**src/common/common.sv**
```systemverilog
`default_nettype none

package common;

    // Datapath and register index widths
    localparam int xlen       = 32;
    localparam int reg_addr_w = 5;
    localparam int num_regs   = 2 ** reg_addr_w;

    // RV32I base opcode groups
    localparam logic [6:0] opcode_op     = 7'b0110011;
    localparam logic [6:0] opcode_op_imm = 7'b0010011;
    localparam logic [6:0] opcode_load   = 7'b0000011;
    localparam logic [6:0] opcode_store  = 7'b0100011;
    localparam logic [6:0] opcode_branch = 7'b1100011;
    localparam logic [6:0] opcode_jal    = 7'b1101111;
    localparam logic [6:0] opcode_jalr   = 7'b1100111;
    localparam logic [6:0] opcode_lui    = 7'b0110111;
    localparam logic [6:0] opcode_auipc  = 7'b0010111;

    // Selects SUB and SRA/SRAI
    localparam logic [6:0] funct7_alt = 7'b0100000;

    // funct3 for OP and OP_IMM
    localparam logic [2:0] f3_add_sub = 3'b000;
    localparam logic [2:0] f3_sll     = 3'b001;
    localparam logic [2:0] f3_slt     = 3'b010;
    localparam logic [2:0] f3_sltu    = 3'b011;
    localparam logic [2:0] f3_xor     = 3'b100;
    localparam logic [2:0] f3_srl_sra = 3'b101;
    localparam logic [2:0] f3_or      = 3'b110;
    localparam logic [2:0] f3_and     = 3'b111;

    // funct3 for BRANCH
    localparam logic [2:0] f3_beq  = 3'b000;
    localparam logic [2:0] f3_bne  = 3'b001;
    localparam logic [2:0] f3_blt  = 3'b100;
    localparam logic [2:0] f3_bge  = 3'b101;
    localparam logic [2:0] f3_bltu = 3'b110;
    localparam logic [2:0] f3_bgeu = 3'b111;

    // Instruction encoding format
    typedef enum logic [2:0] {
        R_TYPE,
        I_TYPE,
        S_TYPE,
        B_TYPE,
        U_TYPE,
        J_TYPE
    } encoding_type;

    // ALU operation handed to execute
    typedef enum logic [3:0] {
        ALU_ADD,
        ALU_SUB,
        ALU_SLL,
        ALU_SLT,
        ALU_SLTU,
        ALU_XOR,
        ALU_SRL,
        ALU_SRA,
        ALU_OR,
        ALU_AND
    } alu_op_type;

endpackage

`default_nettype wire
```
**src/decode/decode_stage.sv**
```systemverilog
`timescale 1ns/1ps
`default_nettype none

module decode_stage import common::*; (
    input  logic                  clk,
    input  logic                  arst_n,
    input  logic                  in_valid,
    input  logic [xlen-1:0]       instr,
    input  logic [xlen-1:0]       pc,
    input  logic                  stall,
    input  logic                  wb_en,
    input  logic [reg_addr_w-1:0] wb_rd,
    input  logic [xlen-1:0]       wb_data,
    output logic                  out_valid,
    output logic [xlen-1:0]       out_pc,
    output logic [xlen-1:0]       rs1_data,
    output logic [xlen-1:0]       rs2_data,
    output logic [xlen-1:0]       imm,
    output logic [reg_addr_w-1:0] rd,
    output logic [2:0]            funct3,
    output encoding_type          encoding,
    output alu_op_type            alu_op,
    output logic                  reg_write,
    output logic                  alu_src,
    output logic                  mem_read,
    output logic                  mem_write,
    output logic                  mem_to_reg,
    output logic                  is_branch,
    output logic                  illegal
);

    encoding_type    dec_encoding;
    alu_op_type      dec_alu_op;
    logic            dec_reg_write;
    logic            dec_alu_src;
    logic            dec_mem_read;
    logic            dec_mem_write;
    logic            dec_mem_to_reg;
    logic            dec_is_branch;
    logic            dec_illegal;
    logic [xlen-1:0] dec_imm;
    logic [xlen-1:0] rf_rs1_data;
    logic [xlen-1:0] rf_rs2_data;
    logic            load;

    // Stage advances whenever execute is not holding it
    assign load = !stall;

    control u_control (
        .clk        (clk),
        .arst_n     (arst_n),
        .opcode     (instr[6:0]),
        .funct3     (instr[14:12]),
        .funct7     (instr[31:25]),
        .encoding   (dec_encoding),
        .alu_op     (dec_alu_op),
        .reg_write  (dec_reg_write),
        .alu_src    (dec_alu_src),
        .mem_read   (dec_mem_read),
        .mem_write  (dec_mem_write),
        .mem_to_reg (dec_mem_to_reg),
        .is_branch  (dec_is_branch),
        .illegal    (dec_illegal)
    );

    imm_gen u_imm_gen (
        .instr    (instr),
        .encoding (dec_encoding),
        .imm      (dec_imm)
    );

    register_file u_register_file (
        .clk      (clk),
        .arst_n   (arst_n),
        .rs1_addr (instr[19:15]),
        .rs2_addr (instr[24:20]),
        .wb_en    (wb_en),
        .wb_rd    (wb_rd),
        .wb_data  (wb_data),
        .rs1_data (rf_rs1_data),
        .rs2_data (rf_rs2_data)
    );

    // ID/EX control part, cleared on a bubble
    always_ff @(posedge clk or negedge arst_n) begin
        if (!arst_n) begin
            out_valid  <= 1'b0;
            reg_write  <= 1'b0;
            alu_src    <= 1'b0;
            mem_read   <= 1'b0;
            mem_write  <= 1'b0;
            mem_to_reg <= 1'b0;
            is_branch  <= 1'b0;
            illegal    <= 1'b0;
        end else if (load) begin
            out_valid  <= in_valid;
            reg_write  <= in_valid & dec_reg_write;
            alu_src    <= in_valid & dec_alu_src;
            mem_read   <= in_valid & dec_mem_read;
            mem_write  <= in_valid & dec_mem_write;
            mem_to_reg <= in_valid & dec_mem_to_reg;
            is_branch  <= in_valid & dec_is_branch;
            illegal    <= in_valid & dec_illegal;
        end
    end

    // ID/EX payload part
    always_ff @(posedge clk) begin
        if (load) begin
            out_pc   <= pc;
            rs1_data <= rf_rs1_data;
            rs2_data <= rf_rs2_data;
            imm      <= dec_imm;
            rd       <= instr[11:7];
            funct3   <= instr[14:12];
            encoding <= dec_encoding;
            alu_op   <= dec_alu_op;
        end
    end

    assert property (@(posedge clk) disable iff (!arst_n)
        !$isunknown(out_valid));

endmodule

`default_nettype wire

```
**src/logic/register_file.sv**
```systemverilog
`timescale 1ns/1ps
`default_nettype none

module register_file import common::*; (
    input  logic                  clk,
    input  logic                  arst_n,
    input  logic [reg_addr_w-1:0] rs1_addr,
    input  logic [reg_addr_w-1:0] rs2_addr,
    input  logic                  wb_en,
    input  logic [reg_addr_w-1:0] wb_rd,
    input  logic [xlen-1:0]       wb_data,
    output logic [xlen-1:0]       rs1_data,
    output logic [xlen-1:0]       rs2_data
);

    // x0 has no storage
    logic [xlen-1:0] regs [1:num_regs-1];

    // One read port, including write-back bypass
    function automatic logic [xlen-1:0] read_port(input logic [reg_addr_w-1:0] addr);
        if (addr == '0) begin
            return '0;
        end
        if (wb_en && wb_rd == addr) begin
            return wb_data;
        end
        return regs[addr];
    endfunction

    always_ff @(posedge clk or negedge arst_n) begin
        if (!arst_n) begin
            for (int i = 1; i < num_regs; i++) begin
                regs[i] <= '0;
            end
        end else if (wb_en && wb_rd != '0) begin
            regs[wb_rd] <= wb_data;
        end
    end

    always_comb begin
        rs1_data = read_port(rs1_addr);
        rs2_data = read_port(rs2_addr);
    end

    // x0 reads zero even while a write targets it
    assert property (@(posedge clk)
        (rs1_addr == '0) |-> (rs1_data == '0));

    assert property (@(posedge clk)
        (rs2_addr == '0) |-> (rs2_data == '0));

endmodule

`default_nettype wire

```
**src/decode/imm_gen.sv**
```systemverilog
`timescale 1ns/1ps
`default_nettype none

module imm_gen import common::*; (
    input  logic [xlen-1:0] instr,
    input  encoding_type    encoding,
    output logic [xlen-1:0] imm
);

    logic sign;

    assign sign = instr[xlen-1];

    always_comb begin
        case (encoding)
            I_TYPE: begin
                imm = {{(xlen-12){sign}}, instr[31:20]};
            end
            S_TYPE: begin
                imm = {{(xlen-12){sign}}, instr[31:25], instr[11:7]};
            end
            B_TYPE: begin
                // Branch offsets are in halfwords
                imm = {{(xlen-13){sign}}, instr[31], instr[7], instr[30:25],
                       instr[11:8], 1'b0};
            end
            U_TYPE: begin
                imm = {instr[31:12], 12'b0};
            end
            J_TYPE: begin
                imm = {{(xlen-21){sign}}, instr[31], instr[19:12], instr[20],
                       instr[30:21], 1'b0};
            end
            default: begin
                // R type carries no immediate
                imm = '0;
            end
        endcase
    end

    // Jump and branch targets stay halfword aligned
    always_comb begin
        if (encoding == B_TYPE || encoding == J_TYPE) begin
            assert (imm[0] == 1'b0)
            else $error("imm_gen: odd %s immediate %h", encoding.name(), imm);
        end
    end

endmodule

`default_nettype wire

```
**src/decode/control.sv**
```systemverilog
`timescale 1ns/1ps
`default_nettype none

module control import common::*; (
    input  logic         clk,
    input  logic         arst_n,
    input  logic [6:0]   opcode,
    input  logic [2:0]   funct3,
    input  logic [6:0]   funct7,
    output encoding_type encoding,
    output alu_op_type   alu_op,
    output logic         reg_write,
    output logic         alu_src,
    output logic         mem_read,
    output logic         mem_write,
    output logic         mem_to_reg,
    output logic         is_branch,
    output logic         illegal
);

    logic alt;

    assign alt = (funct7 == funct7_alt);

    // Format and control flags per opcode group
    always_comb begin
        encoding   = R_TYPE;
        reg_write  = 1'b0;
        alu_src    = 1'b0;
        mem_read   = 1'b0;
        mem_write  = 1'b0;
        mem_to_reg = 1'b0;
        is_branch  = 1'b0;
        illegal    = 1'b0;

        case (opcode)
            opcode_op: begin
                encoding  = R_TYPE;
                reg_write = 1'b1;
            end
            opcode_op_imm: begin
                encoding  = I_TYPE;
                reg_write = 1'b1;
                alu_src   = 1'b1;
            end
            opcode_load: begin
                encoding   = I_TYPE;
                reg_write  = 1'b1;
                alu_src    = 1'b1;
                mem_read   = 1'b1;
                mem_to_reg = 1'b1;
            end
            opcode_jalr: begin
                encoding  = I_TYPE;
                reg_write = 1'b1;
                alu_src   = 1'b1;
                is_branch = 1'b1;
            end
            opcode_jal: begin
                encoding  = J_TYPE;
                reg_write = 1'b1;
                is_branch = 1'b1;
            end
            opcode_store: begin
                encoding  = S_TYPE;
                alu_src   = 1'b1;
                mem_write = 1'b1;
            end
            opcode_branch: begin
                encoding  = B_TYPE;
                is_branch = 1'b1;
            end
            opcode_lui, opcode_auipc: begin
                encoding  = U_TYPE;
                reg_write = 1'b1;
                alu_src   = 1'b1;
            end
            default: begin
                illegal = 1'b1;
            end
        endcase
    end

    // ALU operation select
    always_comb begin
        alu_op = ALU_ADD;
        case (opcode)
            opcode_op, opcode_op_imm: begin
                case (funct3)
                    // SUB only exists in the register form
                    f3_add_sub: alu_op = (alt && opcode == opcode_op) ? ALU_SUB : ALU_ADD;
                    f3_sll:     alu_op = ALU_SLL;
                    f3_slt:     alu_op = ALU_SLT;
                    f3_sltu:    alu_op = ALU_SLTU;
                    f3_xor:     alu_op = ALU_XOR;
                    f3_srl_sra: alu_op = alt ? ALU_SRA : ALU_SRL;
                    f3_or:      alu_op = ALU_OR;
                    f3_and:     alu_op = ALU_AND;
                    default:    alu_op = ALU_ADD;
                endcase
            end
            opcode_branch: begin
                case (funct3)
                    f3_beq, f3_bne:   alu_op = ALU_SUB;
                    f3_blt, f3_bge:   alu_op = ALU_SLT;
                    f3_bltu, f3_bgeu: alu_op = ALU_SLTU;
                    default:          alu_op = ALU_ADD;
                endcase
            end
            default: alu_op = ALU_ADD;
        endcase
    end

    // Illegal opcodes must never touch architectural state
    assert property (@(posedge clk) disable iff (!arst_n)
        illegal |-> !(reg_write || mem_write));

    assert property (@(posedge clk) disable iff (!arst_n)
        mem_read |-> mem_to_reg);

endmodule

`default_nettype wire

```
**config.mk**
```make
export PLATFORM = sky130hd
export DESIGN_NAME = decode_stage
export DESIGN_NICKNAME = d
export VERILOG_FILES = /design/src/common/common.sv /design/src/decode/decode_stage.sv /design/src/logic/register_file.sv /design/src/decode/imm_gen.sv /design/src/decode/control.sv
export SDC_FILE = /design/constraint.sdc
export NUM_CORES = 2
export LEC_CHECK = 0
export BUFFER_PORTS_ARGS = -buffer_cell sky130_fd_sc_hd__buf_2
export CORE_MARGIN = 2
export CORE_UTILIZATION = 58
export CTS_CLUSTER_DIAMETER = 40
export DETAILED_ROUTE_END_ITERATION = 10
export PLACE_DENSITY_LB_ADDON = 0.15
export SLEW_MARGIN = 0
export SYNTH_ARGS = -nofsm -noshare
export SYNTH_HDL_FRONTEND = slang
export SYNTH_SLANG_ARGS = --single-unit
export TNS_END_PERCENT = 5
```
**constraint.sdc**
```tcl
create_clock -name clk -period 6.79 [get_ports clk]
set_clock_uncertainty 0.2 [all_clocks]
set_input_delay 0 -clock clk [delete_from_list [all_inputs] [get_ports clk]]
set_output_delay 0 -clock clk [all_outputs]
set_load 0.01 [all_outputs]
```
==> impl_metrics.ini <==
[status]
outcome = finished, final reports clean

[cts]
cts_sinks = 1142
cts_root_buffer = clkbuf_16
path_clk_slew_ns = 0.06
cts_tree = done
cts_buffers = 153
htree_levels = 4
worstSkewPairLatency_ns = 0.77
clk_path_buf_depth = 3
cts_setup_buffers = 0

[drt]
drt_pre_antenna_iters = 6
drcViolationCount = 0
drt-initial-drc-count = 4717
drt.antenna.violating_nets = 0
drt_wl_total_mm = 189
wl_per_cell_um = 32.8
viasPerCell = 7.01
dr_total_vias = 40345

[timing]
period_share_pct = 53.3
period_needed_ns = 3.62
rsz0062_at_grt = false
fmax_mhz = 276
report.final.slew_viol_count = 0
setup_viol = 0
hold_viol = 0
slew_headroom_pct = 20.1
worst_slack_ns = 3.17
fin_tns_setup_ns = 0
worst_slew_pin_slew_ns = 1.20

[synthesis]
synth-seq-cells = 1142
synth.distinct_cells = 66
synth_top_family_by_area = multiplexers
synth_edf_count = 143
synthArstFlopShare_pct = 87.5
synth_area_um2 = 59000
ys_seq_area_share_pct = 49.7
synthAdderAreaFrac_pct = 0
synth_xor_area_share_pct = 0.148
yosys.area_share.simple_pct = 3.31
synthMuxAreaShare_pct = 38.7
synth_compound_area_share_pct = 4.92
netlist_instances = 3990
syn_avg_cell_area_um2 = 14.8
synth_warnings = 0
syn_nets = 4096
synthFlopType = dfrtp_1

[setup_path]
end_kind = register
crit_slowest_cell = buf_4
cp-start-kind = input pin
crit_family = buffers and inverters
cp_cell_sequence = dlygate4sd3_1 > buf_2 > nand2_1 > dlygate4sd3_1 > or2_2 > dlygate4sd3_1 > nor2_4 > buf_4 > mux2_2
crit_top_cell = dlygate4sd3_1
cp_num_buf_inv = 5
arrival_ns = 4.04
crit_fanout = 24
cpPeakStageDelay_ns = 0.66
path_class = input pin to register
required_ns = 7.21

[layout]
area_growth_pct = 16.3
drive_gt1_share_pct = 49.6
final_nets = 4368
largest_register_ffs = 992
multi_input_area_um2 = 28000
fill_cells = 6918
regArea_um2 = 29300
largest-register = u_register_file.regs

[floorplanning]
die_h_um = 323
fp-row-count = 116
die_w_um = 323
dieArea_um2 = 104000
start_util_pct = 58.7
core_area_um2 = 100000
io_pins = 257

[grt]
antenna_found_initial = 7
grt_overflow = 0
grt_pass1_wl_mm = 277
grt_pass1_vias = 40229
track_usage_pct = 36.6
grt_max_degree = 175

[place]
gp_congestion = 0.847
place_hpwl_mm = 104
port_buffers = 256
post-place-ws_ns = 3.31

[run]
max_cap_violations = 0

[hold_path]
holdCritPathClass = input pin to register

[pwr]
p_leak_nw = 29.5
powerDensity_nw_per_um2 = 315
peakVddDrop_uv = 219
==> placed cells by master (no fill, tap or decap), types with 20 or more instances in the layout <==
cell type,n
o22ai_1,57
and3_1,21
mux2i_1,93
nor2_1,31
dfrtp_1,999
bufinv_16,28
o21ai_0,36
a21oi_1,42
a32o_1,26
buf_2,248
nor2b_1,29
a22oi_1,30
nand2_1,176
clkbuf_16,157
mux4_2,422
o41ai_1,21
buf_4,77
nand3_1,31
dlygate4sd3_1,188
a221oi_1,54
mux2_2,1095
a211oi_1,28
nor3_1,20
edfxtp_1,143
==> worst paths after layout <==
check	slack (ns)	from	endpoint	depth (start not counted)
max reg2reg	4.18	u_register_file.regs[60]	rs2_data[28]	5
min	0.11	instr[31]	imm[11]	4
min in group asynchronous	0.37	arst_n	u_register_file.regs[362]	4
min reg2reg	0.32	alu_src	alu_src	1
max in group asynchronous	4.99	arst_n	u_register_file.regs[222]	5
max	3.17	wb_rd[1]	u_register_file.regs[548]	9
==> stage by stage <==
stage	cell area [um2]	std cells	hold slack [ns]	total power, W	utilization (%)
finish	68600	5753	0.115	0.0216	68.3
floorplan	59000	3990	-0.496	0.0117	-
global placement	61200	5275	-0.0486	0.0127	60.9
CTS	68600	5749	0.0238	0.0216	68.3
detailed placement	61200	5275	-0.0465	0.0128	60.9
global route	68600	5749	0.121	0.0223	68.3
==> synth_stat cells (all sizes together), types with 6 or more instances <==
master / instances / area share [%]
nor2: 44 / 0.28
inv: 6 / 0.038
xnor2: 6 / 0.089
a21oi: 42 / 0.36
buf: 224 / 2.0
or2: 9 / 0.095
a22oi: 30 / 0.38
dfrtp: 999 / 42
a221oi: 54 / 0.80
nor3: 20 / 0.17
o211ai: 17 / 0.22
o21ai: 37 / 0.31
mux2i: 93 / 1.6
nand2: 191 / 1.2
edfxtp: 143 / 7.3
nand3b: 8 / 0.10
a211oi: 28 / 0.36
nor3b: 6 / 0.085
nor2b: 34 / 0.36
o32ai: 6 / 0.089
and2: 11 / 0.12
mux4: 422 / 16
a21o: 19 / 0.24
a22o: 17 / 0.25
o22ai: 57 / 0.60
and3: 21 / 0.22
mux2: 1102 / 21
clkbuf: 192 / 1.2
nand4: 8 / 0.085
a2111oi: 7 / 0.10
o41ai: 21 / 0.31
a32o: 26 / 0.44
nand3: 32 / 0.27
==> area by class of cell <==
| class | count | share of cell area [%] |
|---|---|---|
| repair buffers | 533 | 5.92 |
| clock inverters | 98 | 2.04 |
| inverters | 7 | 0.0456 |
| well taps | 1357 | 2.47 |
| multi-input cells | 2425 | 40.8 |
| diodes | 4 | 0.0146 |
| clock buffers | 187 | 6.08 |
| flip-flops and latches | 1142 | 42.7 |
==> cells by family (layout without fill, tap and decap cells) <==
| kind of cell | Yosys count | in the layout |
|---|---|---|
| simple gates | 407 | 407 |
| compound gates | 391 | 391 |
| buf+inv | 423 | 825 |
| xor+xnor | 10 | 10 |
| flops | 1142 | 1142 |
| other cells | 0 | 4 |
| mux | 1617 | 1617 |
==> metal layers <==
metal  wire, um  GRT usage (%)
met5         34              0
met4       7670           14.2
met3      19000           8.00
met2      87600           56.1
met1      74500           51.5
==> worst min-delay path, stage by stage <==
cell and delay [ns]:
dlygate4sd3_1 0.53, buf_2 0.17, inv_1 0.08, o211ai_1 0.11
==> power breakdown <==
part | internal (W) | switching (W) | leakage (nW) | total (W)
Combinational | 0.00224 | 0.00153 | 12.7 | 0.00377
Clock | 0.00549 | 0.00323 | 2.67 | 0.00873
Sequential | 0.00819 | 0.000912 | 14.2 | 0.00910
==> repair_timing <==
item,4_1_cts,5_1_grt
gates resized for setup,0,0
hold endpoints to repair,2066,0
hold buffers,189,0
Note: power is estimated with default switching activity, not from simulation.
